<file path="config.mk">
export PLATFORM = sky130hd
export DESIGN_NAME = burst_splitter
export DESIGN_NICKNAME = d
export VERILOG_FILES = /design/src/burst_split_pkg.sv /design/src/beat_slot.sv /design/src/ar_splitter.sv /design/src/r_last_merger.sv /design/src/burst_splitter.sv
export VERILOG_INCLUDE_DIRS = /design/src /design/src/src
export SDC_FILE = /design/constraint.sdc
export NUM_CORES = 1
export LEC_CHECK = 0
export BUFFER_PORTS_ARGS = -buffer_cell sky130_fd_sc_hd__buf_2
export CAP_MARGIN = 20
export CORE_MARGIN = 10
export CORE_UTILIZATION = 56
export DETAILED_ROUTE_END_ITERATION = 7
export GPL_ROUTABILITY_DRIVEN = 0
export PLACE_DENSITY = 0.8
export RECOVER_POWER = 100
export SYNTH_ARGS = -nofsm -noshare
export SYNTH_HDL_FRONTEND = slang
export SYNTH_HIERARCHICAL = 1
export SYNTH_SLANG_ARGS = --single-unit
export TNS_END_PERCENT = 5
</file>
<file path="constraint.sdc">
create_clock -name clk_i -period 7.08 [get_ports clk_i]
set_clock_uncertainty 0.15 [all_clocks]
set_input_delay 1.062 -clock clk_i [delete_from_list [all_inputs] [get_ports clk_i]]
set_output_delay 1.062 -clock clk_i [all_outputs]
set_load 0.01 [all_outputs]
</file>
<file path="src/burst_split_config.svh">
`ifndef BURST_SPLIT_CONFIG_SVH
`define BURST_SPLIT_CONFIG_SVH

// ------------------------------------------------------------
// Bus widths
// ------------------------------------------------------------

// Address bits on both AR ports
`define BS_ADDR_WIDTH 32

// Data bits on both R ports
`define BS_DATA_WIDTH 32

// ------------------------------------------------------------
// Outstanding upstream read bursts, one beat slot each
// ------------------------------------------------------------
`define BS_NUM_SLOTS 4

`endif

</file>
<file path="src/burst_split_pkg.sv">
`include "burst_split_config.svh"
`default_nettype none

package burst_split_pkg;

  localparam int unsigned SLOT_IDX_W = (`BS_NUM_SLOTS > 1) ? $clog2(`BS_NUM_SLOTS) : 1;

  typedef logic [`BS_ADDR_WIDTH-1:0] addr_t;
  typedef logic [7:0]                len_t;
  // Beats minus one never exceeds 255, so 256 beats need one extra bit
  typedef logic [8:0]                beats_t;
  typedef logic [2:0]                size_t;
  typedef logic [SLOT_IDX_W-1:0]     slot_idx_t;

  // WRAP is not accepted by the splitter
  typedef enum logic [1:0] {
    BURST_FIXED = 2'b00,
    BURST_INCR  = 2'b01
  } burst_e;

  typedef enum logic {SPLIT_IDLE, SPLIT_BUSY} split_state_e;
  typedef enum logic {MERGE_PASS, MERGE_HOLD} merge_state_e;

  typedef struct packed {
    addr_t  addr;
    len_t   len;
    size_t  size;
    burst_e burst;
  } ar_chan_t;

  typedef struct packed {
    logic [`BS_DATA_WIDTH-1:0] data;
    logic [1:0]                resp;
    logic                      last;
  } r_chan_t;

  // Load comes from the AR side, dec from the R side
  typedef struct packed {
    logic   load;
    beats_t load_beats;
    logic   dec;
    beats_t delta;
  } slot_cmd_t;

  // Ring pointer step
  function automatic slot_idx_t next_slot(slot_idx_t idx);
    if (idx == slot_idx_t'(`BS_NUM_SLOTS - 1)) begin
      return '0;
    end
    return idx + slot_idx_t'(1);
  endfunction

endpackage

`default_nettype wire

</file>
<file path="src/beat_slot.sv">
`default_nettype none

module beat_slot (
  input  logic                        clk_i,
  input  logic                        rst_i,
  input  burst_split_pkg::slot_cmd_t  cmd_i,
  output burst_split_pkg::beats_t     count_o,
  output logic                        busy_o
);

  import burst_split_pkg::*;

  // Upstream beats still owed for this burst
  beats_t count_q;

  // ------------------------------------------------------------
  // Counter
  // ------------------------------------------------------------
  // A load only ever targets an idle slot, so it cannot collide
  // with a decrement of live data
  always_ff @(posedge clk_i) begin
    if (rst_i) begin
      count_q <= '0;
    end else if (cmd_i.load) begin
      count_q <= cmd_i.load_beats;
    end else if (cmd_i.dec) begin
      // The remainder sub-burst carries fewer than delta beats
      if (count_q > cmd_i.delta) begin
        count_q <= count_q - cmd_i.delta;
      end else begin
        count_q <= '0;
      end
    end
  end

  assign count_o = count_q;
  assign busy_o  = (count_q != '0);

endmodule

`default_nettype wire

</file>
<file path="src/ar_splitter.sv">
`include "burst_split_config.svh"
`default_nettype none

module ar_splitter (
  input  logic                        clk_i,
  input  logic                        rst_i,
  input  burst_split_pkg::len_t       len_limit_i,
  input  burst_split_pkg::ar_chan_t   up_ar_i,
  input  logic                        up_ar_valid_i,
  output logic                        up_ar_ready_o,
  output burst_split_pkg::ar_chan_t   dn_ar_o,
  output logic                        dn_ar_valid_o,
  input  logic                        dn_ar_ready_i,
  input  logic [`BS_NUM_SLOTS-1:0]    slot_busy_i,
  output burst_split_pkg::slot_cmd_t  slot_cmd_o,
  output burst_split_pkg::slot_idx_t  wr_idx_o
);

  import burst_split_pkg::*;

  split_state_e state_q, state_d;
  ar_chan_t     ar_q, ar_d;
  beats_t       beats_q, beats_d;
  slot_idx_t    wr_idx_q, wr_idx_d;
  beats_t       max_beats;
  beats_t       up_beats;
  logic         last_sub;

  // Start of the next sub-burst for INCR, the same address for FIXED
  function automatic addr_t next_addr(ar_chan_t ar, beats_t step);
    addr_t unit;
    addr_t aligned;
    unit    = addr_t'(1) << ar.size;
    aligned = ar.addr & ~(unit - addr_t'(1));
    if (ar.burst == BURST_INCR) begin
      return aligned + unit * addr_t'(step);
    end
    return ar.addr;
  endfunction

  // A limit of 0 means single-beat sub-bursts
  assign max_beats = {1'b0, len_limit_i} + 9'd1;
  assign up_beats  = {1'b0, up_ar_i.len} + 9'd1;
  assign last_sub  = (beats_q <= max_beats);
  assign wr_idx_o  = wr_idx_q;

  // ------------------------------------------------------------
  // Split FSM
  // ------------------------------------------------------------
  always_comb begin
    state_d       = state_q;
    ar_d          = ar_q;
    beats_d       = beats_q;
    wr_idx_d      = wr_idx_q;
    up_ar_ready_o = 1'b0;
    dn_ar_o       = up_ar_i;
    dn_ar_valid_o = 1'b0;
    slot_cmd_o    = '0;
    slot_cmd_o.load_beats = up_beats;

    case (state_q)
      SPLIT_IDLE: begin
        if (up_ar_valid_i && !slot_busy_i[wr_idx_q]) begin
          dn_ar_valid_o = 1'b1;
          if (up_ar_i.len <= len_limit_i) begin
            // Short enough, pass through and wait for downstream
            if (dn_ar_ready_i) begin
              up_ar_ready_o   = 1'b1;
              slot_cmd_o.load = 1'b1;
              wr_idx_d        = next_slot(wr_idx_q);
            end
          end else begin
            // Take the burst now and offer the first piece
            dn_ar_o.len     = len_limit_i;
            up_ar_ready_o   = 1'b1;
            slot_cmd_o.load = 1'b1;
            wr_idx_d        = next_slot(wr_idx_q);
            state_d         = SPLIT_BUSY;
            ar_d            = up_ar_i;
            beats_d         = up_beats;
            if (dn_ar_ready_i) begin
              beats_d   = up_beats - max_beats;
              ar_d.addr = next_addr(up_ar_i, max_beats);
            end
          end
        end
      end

      SPLIT_BUSY: begin
        dn_ar_o       = ar_q;
        dn_ar_valid_o = 1'b1;
        // Remainder length on the final piece
        if (last_sub) begin
          dn_ar_o.len = len_t'(beats_q - 9'd1);
        end else begin
          dn_ar_o.len = len_limit_i;
        end
        if (dn_ar_ready_i) begin
          if (last_sub) begin
            state_d = SPLIT_IDLE;
          end else begin
            beats_d   = beats_q - max_beats;
            ar_d.addr = next_addr(ar_q, max_beats);
          end
        end
      end

      default: begin
        state_d = SPLIT_IDLE;
      end
    endcase
  end

  // ------------------------------------------------------------
  // Registers
  // ------------------------------------------------------------
  always_ff @(posedge clk_i) begin
    if (rst_i) begin
      state_q  <= SPLIT_IDLE;
      beats_q  <= '0;
      wr_idx_q <= '0;
    end else begin
      state_q  <= state_d;
      beats_q  <= beats_d;
      wr_idx_q <= wr_idx_d;
    end
  end

  // Stored request, only read in SPLIT_BUSY
  always_ff @(posedge clk_i) begin
    ar_q <= ar_d;
  end

endmodule

`default_nettype wire

</file>
<file path="src/r_last_merger.sv">
`include "burst_split_config.svh"
`default_nettype none

module r_last_merger (
  input  logic                                          clk_i,
  input  logic                                          rst_i,
  input  burst_split_pkg::len_t                         len_limit_i,
  input  burst_split_pkg::r_chan_t                      dn_r_i,
  input  logic                                          dn_r_valid_i,
  output logic                                          dn_r_ready_o,
  output burst_split_pkg::r_chan_t                      up_r_o,
  output logic                                          up_r_valid_o,
  input  logic                                          up_r_ready_i,
  input  burst_split_pkg::beats_t [`BS_NUM_SLOTS-1:0]   slot_count_i,
  output burst_split_pkg::slot_cmd_t                    slot_cmd_o,
  output burst_split_pkg::slot_idx_t                    rd_idx_o
);

  import burst_split_pkg::*;

  merge_state_e state_q, state_d;
  logic         last_q, last_d;
  slot_idx_t    rd_idx_q, rd_idx_d;
  beats_t       max_beats;
  beats_t       cur_count;

  assign max_beats = {1'b0, len_limit_i} + 9'd1;
  // Responses come back in order, so the oldest slot owns this beat
  assign cur_count = slot_count_i[rd_idx_q];
  assign rd_idx_o  = rd_idx_q;

  // ------------------------------------------------------------
  // Last reconstruction
  // ------------------------------------------------------------
  always_comb begin
    state_d          = state_q;
    last_d           = last_q;
    rd_idx_d         = rd_idx_q;
    up_r_o           = dn_r_i;
    up_r_o.last      = 1'b0;
    up_r_valid_o     = 1'b0;
    dn_r_ready_o     = 1'b0;
    slot_cmd_o       = '0;
    slot_cmd_o.delta = max_beats;

    case (state_q)
      MERGE_PASS: begin
        if (dn_r_valid_i) begin
          up_r_valid_o = 1'b1;
          if (dn_r_i.last) begin
            // End of a sub-burst, the burst ends once the slot runs dry
            last_d         = (cur_count <= max_beats);
            slot_cmd_o.dec = 1'b1;
            if (last_d) begin
              rd_idx_d = next_slot(rd_idx_q);
            end
          end else begin
            last_d = 1'b0;
          end
          up_r_o.last = last_d;
          if (up_r_ready_i) begin
            dn_r_ready_o = 1'b1;
          end else begin
            state_d = MERGE_HOLD;
          end
        end
      end

      MERGE_HOLD: begin
        // Slot already decremented, replay the stored decision
        up_r_o.last  = last_q;
        up_r_valid_o = dn_r_valid_i;
        if (dn_r_valid_i && up_r_ready_i) begin
          dn_r_ready_o = 1'b1;
          state_d      = MERGE_PASS;
        end
      end

      default: begin
        state_d = MERGE_PASS;
      end
    endcase
  end

  always_ff @(posedge clk_i) begin
    if (rst_i) begin
      state_q  <= MERGE_PASS;
      last_q   <= 1'b0;
      rd_idx_q <= '0;
    end else begin
      state_q  <= state_d;
      last_q   <= last_d;
      rd_idx_q <= rd_idx_d;
    end
  end

endmodule

`default_nettype wire

</file>
<file path="src/burst_splitter.sv">
`include "burst_split_config.svh"
`default_nettype none

module burst_splitter (
  input  logic                       clk_i,
  input  logic                       rst_i,
  input  burst_split_pkg::len_t      len_limit_i,
  // Upstream
  input  burst_split_pkg::ar_chan_t  up_ar_i,
  input  logic                       up_ar_valid_i,
  output logic                       up_ar_ready_o,
  output burst_split_pkg::r_chan_t   up_r_o,
  output logic                       up_r_valid_o,
  input  logic                       up_r_ready_i,
  // Downstream
  output burst_split_pkg::ar_chan_t  dn_ar_o,
  output logic                       dn_ar_valid_o,
  input  logic                       dn_ar_ready_i,
  input  burst_split_pkg::r_chan_t   dn_r_i,
  input  logic                       dn_r_valid_i,
  output logic                       dn_r_ready_o
);

  import burst_split_pkg::*;

  slot_cmd_t                      load_cmd;
  slot_cmd_t                      dec_cmd;
  slot_idx_t                      wr_idx;
  slot_idx_t                      rd_idx;
  slot_cmd_t [`BS_NUM_SLOTS-1:0]  slot_cmd;
  beats_t [`BS_NUM_SLOTS-1:0]     slot_count;
  logic [`BS_NUM_SLOTS-1:0]       slot_busy;

  ar_splitter u_ar_splitter (
    .clk_i         (clk_i),
    .rst_i         (rst_i),
    .len_limit_i   (len_limit_i),
    .up_ar_i       (up_ar_i),
    .up_ar_valid_i (up_ar_valid_i),
    .up_ar_ready_o (up_ar_ready_o),
    .dn_ar_o       (dn_ar_o),
    .dn_ar_valid_o (dn_ar_valid_o),
    .dn_ar_ready_i (dn_ar_ready_i),
    .slot_busy_i   (slot_busy),
    .slot_cmd_o    (load_cmd),
    .wr_idx_o      (wr_idx)
  );

  // ------------------------------------------------------------
  // Beat slot ring
  // ------------------------------------------------------------
  for (genvar i = 0; i < `BS_NUM_SLOTS; i++) begin : gen_slot
    // Load from the write pointer, decrement from the read pointer
    assign slot_cmd[i] = '{
      load:       load_cmd.load && (wr_idx == slot_idx_t'(i)),
      load_beats: load_cmd.load_beats,
      dec:        dec_cmd.dec && (rd_idx == slot_idx_t'(i)),
      delta:      dec_cmd.delta
    };

    beat_slot u_beat_slot (
      .clk_i   (clk_i),
      .rst_i   (rst_i),
      .cmd_i   (slot_cmd[i]),
      .count_o (slot_count[i]),
      .busy_o  (slot_busy[i])
    );
  end

  r_last_merger u_r_last_merger (
    .clk_i        (clk_i),
    .rst_i        (rst_i),
    .len_limit_i  (len_limit_i),
    .dn_r_i       (dn_r_i),
    .dn_r_valid_i (dn_r_valid_i),
    .dn_r_ready_o (dn_r_ready_o),
    .up_r_o       (up_r_o),
    .up_r_valid_o (up_r_valid_o),
    .up_r_ready_i (up_r_ready_i),
    .slot_count_i (slot_count),
    .slot_cmd_o   (dec_cmd),
    .rd_idx_o     (rd_idx)
  );

endmodule

`default_nettype wire

</file>
==> results.sh, run 1 <==
export IMPL_max_slew_worst_pin_slew_ps=1042
export IMPL_outcome="complete, no violations"
export IMPL_grt_overflow=0
export IMPL_synth_cells=2008
export IMPL_max_stage_delay_ps=550
export IMPL_cts_tree="done"
export IMPL_worstPathMaxFanout=4
export IMPL_cts_max_level=3
export IMPL_critPathCaptureType="register"
export IMPL_clk_latency_ps=380
export IMPL_num_vias=15470
export IMPL_drt_wirelength_per_cell_um=19.72
export IMPL_die_h_um=189.3
export IMPL_die_x_um=189.3
export IMPL_peakVddDrop_mv=0.1266
export IMPL_synth_area_um2=16040
export IMPL_rows=61
export IMPL_maxCapViolations=0
export IMPL_fmax_mhz=142.6
export IMPL_cp_num_buf_inv=6
export IMPL_synth_avg_cell_area_um2=7.989
export IMPL_grt_usage_pct=26.86
export IMPL_hold_viol=0
export IMPL_fin_area_um2=17730
export IMPL_slew_violations=0
export IMPL_required_ps=7030
export IMPL_post_cts_buffers=0
export IMPL_antenna_found_initial=1
export IMPL_critical_path_top_delay_family="adder cells"
export IMPL_drtIter0Drc=1700
export IMPL_p_leak_uw=0.008401
export IMPL_start_kind="primary input"
export IMPL_wl_um=49470
export IMPL_drive_gt1_share_pct=16.53
export IMPL_ant_nets=0
export IMPL_setup_viol=0
export IMPL_mostFrequentLayoutCells="inv_1, nand2_1, ha_1"
export IMPL_final_nets=2512
export IMPL_layout_commonest_cell="inv_1"
export IMPL_cp_common_cell="fa_1"
export IMPL_hold_ws_ps=366.7
export IMPL_avgViaCountPerCell=6.167
export IMPL_cts_root_buffer="clkbuf_16"
export IMPL_clk_pin_slew_worst_paths_ps=80
export IMPL_synth_nets=2396
export IMPL_min_path_type="register to register"
export IMPL_place_area_um2=17340
export IMPL_slew_headroom_pct=30.29
export IMPL_grt_pass1_wl_um=78540
export IMPL_cp_cell_sequence="buf_2 > ha_2 > inv_1 > or3_1 > nand2_2 > nand2_1 > fa_1 > fa_1 > inv_1 > fa_1 > fa_1 > inv_1 > fa_1 > inv_1 > ha_1 > buf_4 > a21oi_1 > a211o_1 > a311o_1 > a211oi_2 > nand4_1 > xor2_1 > o22ai_1"
export IMPL_grt_pass1_vias=15320
export IMPL_cts_hold_buf=0
export IMPL_path_class="primary input to register"
export IMPL_start_util_pct=57.27
export IMPL_dieArea_um2=35820
export IMPL_portBuffers=109
export IMPL_powerDensity_nw_per_um2=186.4
export IMPL_cts_sinks=89
export IMPL_rsz0062_at_grt="true"
export IMPL_numCtsBuffers=9
export IMPL_clock_path_buffers=2
export IMPL_fin_crit_sh_pct=99.04
export IMPL_ys_warnings_count=6
export IMPL_post_route_min_period_ps=7012
export IMPL_arrival_ps=6970
export IMPL_hpwl_um=38710
export IMPL_io_pins=178
export IMPL_area_growth_pct=10.51
export IMPL_drt_first_pass_iters=5
export IMPL_cpMaxStageDelayCell="fa_1"
export IMPL_grt_start_max_net_pins=67
export IMPL_core_area_um2=28010
export IMPL_drc=0
## worst register-to-register path: cells and delay by family, from the launching register on
family | cells | cell delay (ps)
adder cells (fa/ha/maj) | 6 | 2830
AO/OA/AOI/OAI | 6 | 1320
buffers and inverters | 6 | 680
flip-flops | 1 | 660
AND/OR/NAND/NOR | 4 | 550
XOR/XNOR | 1 | 160
## registers in the layout, summed over array words and instances (netlist names), named ones only
register and count:
u_ar_splitter/beats_q 9, u_ar_splitter/state_q 1, u_ar_splitter/ar_q 37, u_r_last_merger/last_q 1, u_r_last_merger/rd_idx_o 2, u_ar_splitter/wr_idx_o 2
gen_slot.u_beat_slot/count_o 36
## layout make-up
class | instances | area (um2)
sequential | 89 | 2156
inverter | 278 | 1044
clock inverter | 6 | 65.06
antenna | 1 | 2.502
fill | 2313 | 10280
timing repair buffer | 220 | 1388
clock buffer | 10 | 250.2
tap | 378 | 473.0
multi-input combinational | 1526 | 12350
## layer usage
layer / share of wire (%) / up-vias / GRT usage, % / wire (um)
met1: 39 / 7334 / 32.67 / 19260
met2: 47 / 856 / 44.23 / 23040
met5: 0 / - / 0 / 0
li1: - / 7066 / - / -
met3: 9.2 / 212 / 4.943 / 4558
met4: 5.3 / 0 / 14.56 / 2603
## timing repair
item	4_1_cts	5_1_grt
resized for setup	1	20
endpoints found under the setup margin	1	19
pin swaps	0	10
## through the flow
stage	total power (uW)	worst slack, ps	TNS (ps)	util (%)	instances
2_1_floorplan	2083	-105.8	-194.9	-	2008
3_3_place_gp	2636	-219.7	-2184	61.90	2491
3_5_place_dp	2701	-373.0	-4711	61.90	2491
4_1_cts	3253	3.784	0	63.05	2507
5_1_grt	3539	-107.3	-630.0	63.29	2508
6_report	3305	67.79	0	63.29	2508
## worst paths after layout
check,start,endpoint,slack (ps),cells after the start
hold reg to reg,u_r_last_merger/last_q$_SDFFE_PP0P_,u_r_last_merger/last_q$_SDFFE_PP0P_,370,2
setup reg to reg,u_ar_splitter/ar_q[4]$_DFFE_PP_,u_ar_splitter/ar_q[29]$_DFFE_PP_,460,23
setup / recovery,len_limit_i[0],u_ar_splitter/ar_q[38]$_DFFE_PP_,70,23
hold / removal,u_r_last_merger/last_q$_SDFFE_PP0P_,u_r_last_merger/last_q$_SDFFE_PP0P_,370,2
## power breakdown
group | switching (uW) | internal, uW
combinational | 1160 | 875
sequential | 104 | 623
clock | 269 | 272
total | 1540 | 1770
(Power assumes the default switching activity.)
==> inputs of run 2 (changes only) <==
SYNTH_HIERARCHICAL = not set   (was 1)
==> run 2 against run 1 <==
First-iteration DRC count increased by 0.18%; critical path type unchanged; register-to-register slack improved by 130 ps; largest power group unchanged; clock-buffer cell count decreased by 1; the run now ends with capacitance limit, slew limit left; sequential share of layout area increased by 0.36 points; die area decreased by 3.9%.
==> results.sh, run 2 <==
export IMPL_outcome="finished, violations left"
export IMPL_violations="capacitance limit, slew limit"
export IMPL_drtIter0Drc=1703
export IMPL_powerDensity_nw_per_um2=280.0
export IMPL_hpwl_um=38160
export IMPL_post_synth_top_area_cell="fa_1"
export IMPL_rows=60
export IMPL_post_route_min_period_ps=7003
export IMPL_clk_pin_slew_worst_paths_ps=90
export IMPL_core_area_um2=26950
export IMPL_fill_cells=2170
export IMPL_synth_ff_type="dfxtp_1"
export IMPL_cts_root_buffer="clkbuf_16"
export IMPL_layout_commonest_cell="inv_1"
export IMPL_grt_start_max_net_pins=82
export IMPL_dp_cells=2363
export IMPL_synth_cell_types=80
export IMPL_finalSetupTns_ps=0
export IMPL_ys_warnings_count=0
export IMPL_synth_xor_area_share_pct=6.417
export IMPL_max_slew_worst_pin_slew_ps=2854
export IMPL_synth_avg_cell_area_um2=8.189
export IMPL_slew_headroom_pct=-90.25
export IMPL_grt_overflow=0
export IMPL_setup_viol=0
export IMPL_required_ps=7060
export IMPL_n_antenna_cell=0
export IMPL_synth_cells=1874
export IMPL_synth_top_area_share_pct=15.39
export IMPL_dieArea_um2=34430
export IMPL_synth_enable_flop_cells=37
export IMPL_synth_nets=2252
export IMPL_io_pins=178
export IMPL_grt_pass1_wl_um=76650
export IMPL_drt_first_pass_iters=5
export IMPL_drt_wirelength_per_cell_um=20.56
export IMPL_peakVddDrop_mv=0.3515
export IMPL_fin_ws_ps=77.40
export IMPL_clk_latency_ps=370
export IMPL_top_register="u_ar_splitter.ar_q"
export IMPL_cts_max_level=3
export IMPL_fin_crit_sh_pct=98.91
export IMPL_wl_um=48970
export IMPL_slew_violations=59
export IMPL_synth_top_family_by_area="adder cells"
export IMPL_clock_path_buffers=2
export IMPL_antenna_found_initial=0
export IMPL_ys_ff_latch=89
export IMPL_synth_compound_area_share_pct=17.55
export IMPL_post_place_ws_ps=-454.6
export IMPL_synthTopCellsByArea="fa_1, ha_1, edfxtp_1"
export IMPL_cts_sinks=89
export IMPL_mostFrequentLayoutCells="inv_1, nand2_1, nor2_1"
export IMPL_cts_hold_buf=0
export IMPL_maxCapViolations=1
export IMPL_ys_seq_area_share_pct=14.02
export IMPL_fin_util_pct=63.91
export IMPL_min_path_type="register to register"
export IMPL_worstPathMaxFanout=7
export IMPL_synth_fa_ha_area_share_pct=30.30
export IMPL_numCtsBuffers=9
export IMPL_grt_usage_pct=27.89
export IMPL_synthMostInstantiatedCell="inv_1"
export IMPL_final_nets=2413
export IMPL_synth_area_um2=15350
export IMPL_synth_common_cells="inv_1, nand2_1, nor2_1"
export IMPL_final_cells=2381
export IMPL_start_util_pct=56.94
export IMPL_ant_nets=0
export IMPL_yosys_area_share_simple_pct=17.43
export IMPL_largest_reg_flops=37
export IMPL_area_growth_pct=12.24
export IMPL_p_leak_uw=0.008094
export IMPL_drive_gt1_share_pct=15.20
export IMPL_die_h_um=185.5
export IMPL_synth_mux_area_share_pct=4.321
export IMPL_drc=0
export IMPL_arrival_ps=6980
export IMPL_num_vias=15050
export IMPL_avgViaCountPerCell=6.322
export IMPL_hold_viol=0
export IMPL_cts_tree="done"
export IMPL_fmax_mhz=142.8
export IMPL_portBuffers=109
export IMPL_critPathCaptureType="register"
export IMPL_path_class="primary input to register"
export IMPL_die_x_um=185.5
export IMPL_ys_async_sr_fraction_pct=0
export IMPL_start_kind="primary input"
export IMPL_grt_pass1_vias=14890
-- run 2: worst max-delay path, cell delays in order --
cell	delay [ps]
clkbuf_1	220
clkbuf_1	290
nor3b_1	490
nand2_1	150
fa_1	530
fa_1	570
inv_1	60
fa_1	500
fa_1	540
inv_1	50
fa_1	530
inv_1	60
ha_4	270
nand2_1	60
nor2_1	130
o2111ai_1	150
o21ai_2	200
a221oi_2	90
buf_4	170
nor2_2	140
buf_4	130
o21ai_0	70
a22o_1	210
a211o_1	280
-- run 2: logic make-up after synthesis --
kind of cell,count (synthesis)
compound gates,393
xor+xnor,110
mux,51
fa+ha+maj,305
simple gates,569
buf+inv,357
flops,89
-- run 2: area by class of cell --
class,count,area [um2],area share [%]
Clock buffer,9,225.2,1.308
Clock inverter,7,72.57,0.4213
Inverter,241,908.4,5.274
Multi-Input combinational cell,1428,11780,68.39
Sequential cell,89,2156,12.52
Tap cell,341,426.7,2.477
Timing Repair Buffer,266,1657,9.618
-- run 2: power breakdown --
part | internal, uW | switching (uW)
sequential | 767 | 203
combinational | 1420 | 1910
clock | 251 | 275
-- run 2: path summary, 6_finish.rpt --
path | startpoint | end | slack (ps) | cells after the start
setup reg to reg | u_ar_splitter.ar_q[4]$_DFFE_PP_ | u_ar_splitter.ar_q[36]$_DFFE_PP_ | 590 | 20
hold / removal | u_r_last_merger.last_q$_SDFFE_PP0P_ | u_r_last_merger.last_q$_SDFFE_PP0P_ | 340 | 2
setup / recovery | up_ar_i[3] | u_ar_splitter.ar_q[33]$_DFFE_PP_ | 80 | 24
hold reg to reg | u_r_last_merger.last_q$_SDFFE_PP0P_ | u_r_last_merger.last_q$_SDFFE_PP0P_ | 340 | 2
-- run 2: repair_timing --
| item | in CTS | in global routing |
|---|---|---|
| setup endpoints to repair | 3 | 14 |
| pin swaps | 0 | 8 |
| gates resized for setup | 1 | 22 |
| setup buffers | 0 | 2 |
-- run 2: metal layers --
layer	GRT usage, %	up-vias	wire length (um)
met4	13.16	0	2333
li1	-	6768	-
met1	35.00	7169	18720
met3	4.991	202	5279
met2	45.56	913	22630
met5	0	-	0
-- run 2: metrics by stage --
step	hold WS (ps)	area, um2	total power [uW]
2_1_floorplan	304.2	15480	3164
3_3_place_gp	314.4	17020	4117
3_5_place_dp	323.3	17020	4234
4_1_cts	335.8	17320	4774
5_1_grt	385.1	17220	5168
6_report	336.5	17220	4823
==> inputs of run 3 (changes only) <==
CORE_UTILIZATION = 44   (was 56)
PLACE_DENSITY = 0.65   (was 0.8)
==> run 3 against run 2 <==
Combinational power about the same; die area is 24% higher; the flow still finishes with violations (capacitance limit, slew limit); via count decreased by 2.4%; global-route usage is 5.3 points lower; flip-flop and latch count stayed put; register-to-register slack got worse by 100 ps; critical path type unchanged; hold slack improved by 3.9 ps; critical path depth grew 2; non-clock buffer count rose by 15; power rose by 1.6%; sequential power rose by 2.8%.
==> results.sh, run 3 (synthesized netlist as in run 2, its figures left out) <==
export IMPL_outcome="finished, violations left"
export IMPL_violations="capacitance limit, slew limit"
export IMPL_cts_sinks=89
export IMPL_io_pins=178
export IMPL_cts_max_level=3
export IMPL_ant_nets=0
export IMPL_post_route_min_period_ps=6902
export IMPL_rsz0062_at_grt="true"
export IMPL_dp_cells=2490
export IMPL_cts_root_buffer="clkbuf_16"
export IMPL_drive_gt1_share_pct=17.52
export IMPL_required_ps=7060
export IMPL_clock_path_buffers=2
export IMPL_peakVddDrop_mv=0.2587
export IMPL_mostFrequentLayoutCells="inv_1, nand2_1, nor2_1"
export IMPL_area_growth_pct=15.12
export IMPL_drc=0
export IMPL_cts_hold_buf=0
export IMPL_portBuffers=109
export IMPL_avgViaCountPerCell=5.851
export IMPL_drtIter0Drc=1342
export IMPL_powerDensity_nw_per_um2=277.3
export IMPL_final_cells=2510
export IMPL_fin_ws_ps=178.1
export IMPL_largest_reg_flops=37
export IMPL_rows=68
export IMPL_core_area_um2=34460
export IMPL_grt_pass1_vias=14260
export IMPL_slew_violations=69
export IMPL_grt_usage_pct=22.64
export IMPL_min_path_type="register to register"
export IMPL_dieArea_um2=42750
export IMPL_fin_area_um2=17670
export IMPL_gr_usage_met3_pct=3.386
export IMPL_n_antenna_cell=0
export IMPL_drt_wirelength_per_cell_um=19.63
export IMPL_path_class="primary input to register"
export IMPL_cp_common_cell="fa_1"
export IMPL_worstPathMaxFanout=8
export IMPL_slew_headroom_pct=-91.25
export IMPL_grt_pass1_wl_um=76890
export IMPL_grt_busiest_layer="met2"
export IMPL_critPathCaptureType="register"
export IMPL_clk_latency_ps=390
export IMPL_drt_first_pass_iters=7
export IMPL_fin_crit_sh_pct=97.48
export IMPL_cts_tree="done"
export IMPL_grt_start_max_net_pins=69
export IMPL_start_kind="primary input"
export IMPL_maxCapViolations=2
export IMPL_grt_overflow=0
export IMPL_post_place_ws_ps=-519.8
export IMPL_grt_met1_usage_pct=30.36
export IMPL_clk_pin_slew_worst_paths_ps=80
export IMPL_finalSetupTns_ps=0
export IMPL_setup_viol=0
export IMPL_fmax_mhz=144.9
export IMPL_max_slew_worst_pin_slew_ps=2869
export IMPL_grt_use_met2_pct=37.21
export IMPL_place_area_um2=17260
export IMPL_start_util_pct=44.54
export IMPL_cpMaxStageDelayCell="fa_1"
export IMPL_top_register="u_ar_splitter.ar_q"
export IMPL_arrival_ps=6880
export IMPL_final_nets=2428
export IMPL_numCtsBuffers=9
export IMPL_wl_um=49270
export IMPL_hpwl_um=38890
export IMPL_layout_commonest_cell="inv_1"
export IMPL_die_x_um=206.8
export IMPL_die_h_um=206.8
export IMPL_num_vias=14690
export IMPL_max_stage_delay_ps=570
export IMPL_antenna_found_initial=0
export IMPL_p_leak_uw=0.008286
export IMPL_hold_viol=0
## run 3: cell count changes in the layout (fill, tap and decap cells not counted), sizes merged
cell and change:
buf +33, clkinv -2, clkbuf -18, bufinv +1
clkinvlp -1, inv +2
## run 3: stage by stage
| step | total power [uW] | util [%] | hold WS (ps) |
|---|---|---|---|
| 2_1_floorplan | 3164 | - | 304.2 |
| 3_3_place_gp | 4237 | 50.08 | 315.4 |
| 3_5_place_dp | 4295 | 50.08 | 327.6 |
| 4_1_cts | 4862 | 51.02 | 341.8 |
| 5_1_grt | 5273 | 51.27 | 378.9 |
| 6_report | 4899 | 51.27 | 340.4 |
## run 3: repair_timing
item / in CTS / in global routing
gates resized for setup: 3 / 33
pin swaps: 0 / 12
buffers inserted: 0 / 4
setup endpoints to repair: 8 / 18
cloned: 0 / 0
## run 3: per-layer routing
| layer | share of wire, % | vias to the layer above |
|---|---|---|
| li1 | - | 6793 |
| met1 | 44 | 7150 |
| met2 | 46 | 659 |
| met3 | 7.6 | 84 |
| met4 | 2.4 | 0 |
| met5 | 0 | - |
## run 3: worst paths after layout
check,start,end,slack (ps),cells after the start
worst max register to register,u_ar_splitter.ar_q[4]$_DFFE_PP_,u_ar_splitter.ar_q[36]$_DFFE_PP_,490,21
worst max-delay path,len_limit_i[1],u_ar_splitter.ar_q[39]$_DFFE_PP_,180,26
worst min register to register,u_r_last_merger.last_q$_SDFFE_PP0P_,u_r_last_merger.last_q$_SDFFE_PP0P_,340,2
worst min-delay path,u_r_last_merger.last_q$_SDFFE_PP0P_,u_r_last_merger.last_q$_SDFFE_PP0P_,340,2
## run 3: cell type report
type                    instances  area [um2]
clock inverters                 7       82.58
inverters                     241       910.9
well taps                     455       569.3
repair buffers                281        1817
flip-flops and latches         89        2156
fillers                      3231       16790
multi-input cells            1428       11910
clock buffers                   9       225.2
## run 3: worst max-delay path, delay by kind of cell
| family | cells | cell delay, ps |
|---|---|---|
| compound gates | 6 | 990 |
| fa+ha+maj | 6 | 2860 |
| buf+inv | 8 | 900 |
| simple gates | 6 | 1060 |
## run 3: power by group
part | switching, uW | leakage (uW) | internal (uW) | total, uW
clock | 267 | 0.000155 | 282 | 550
combinational | 1900 | 0.00736 | 1450 | 3350
sequential | 232 | 0.000774 | 765 | 997
total | 2400 | 0.00829 | 2500 | 4900
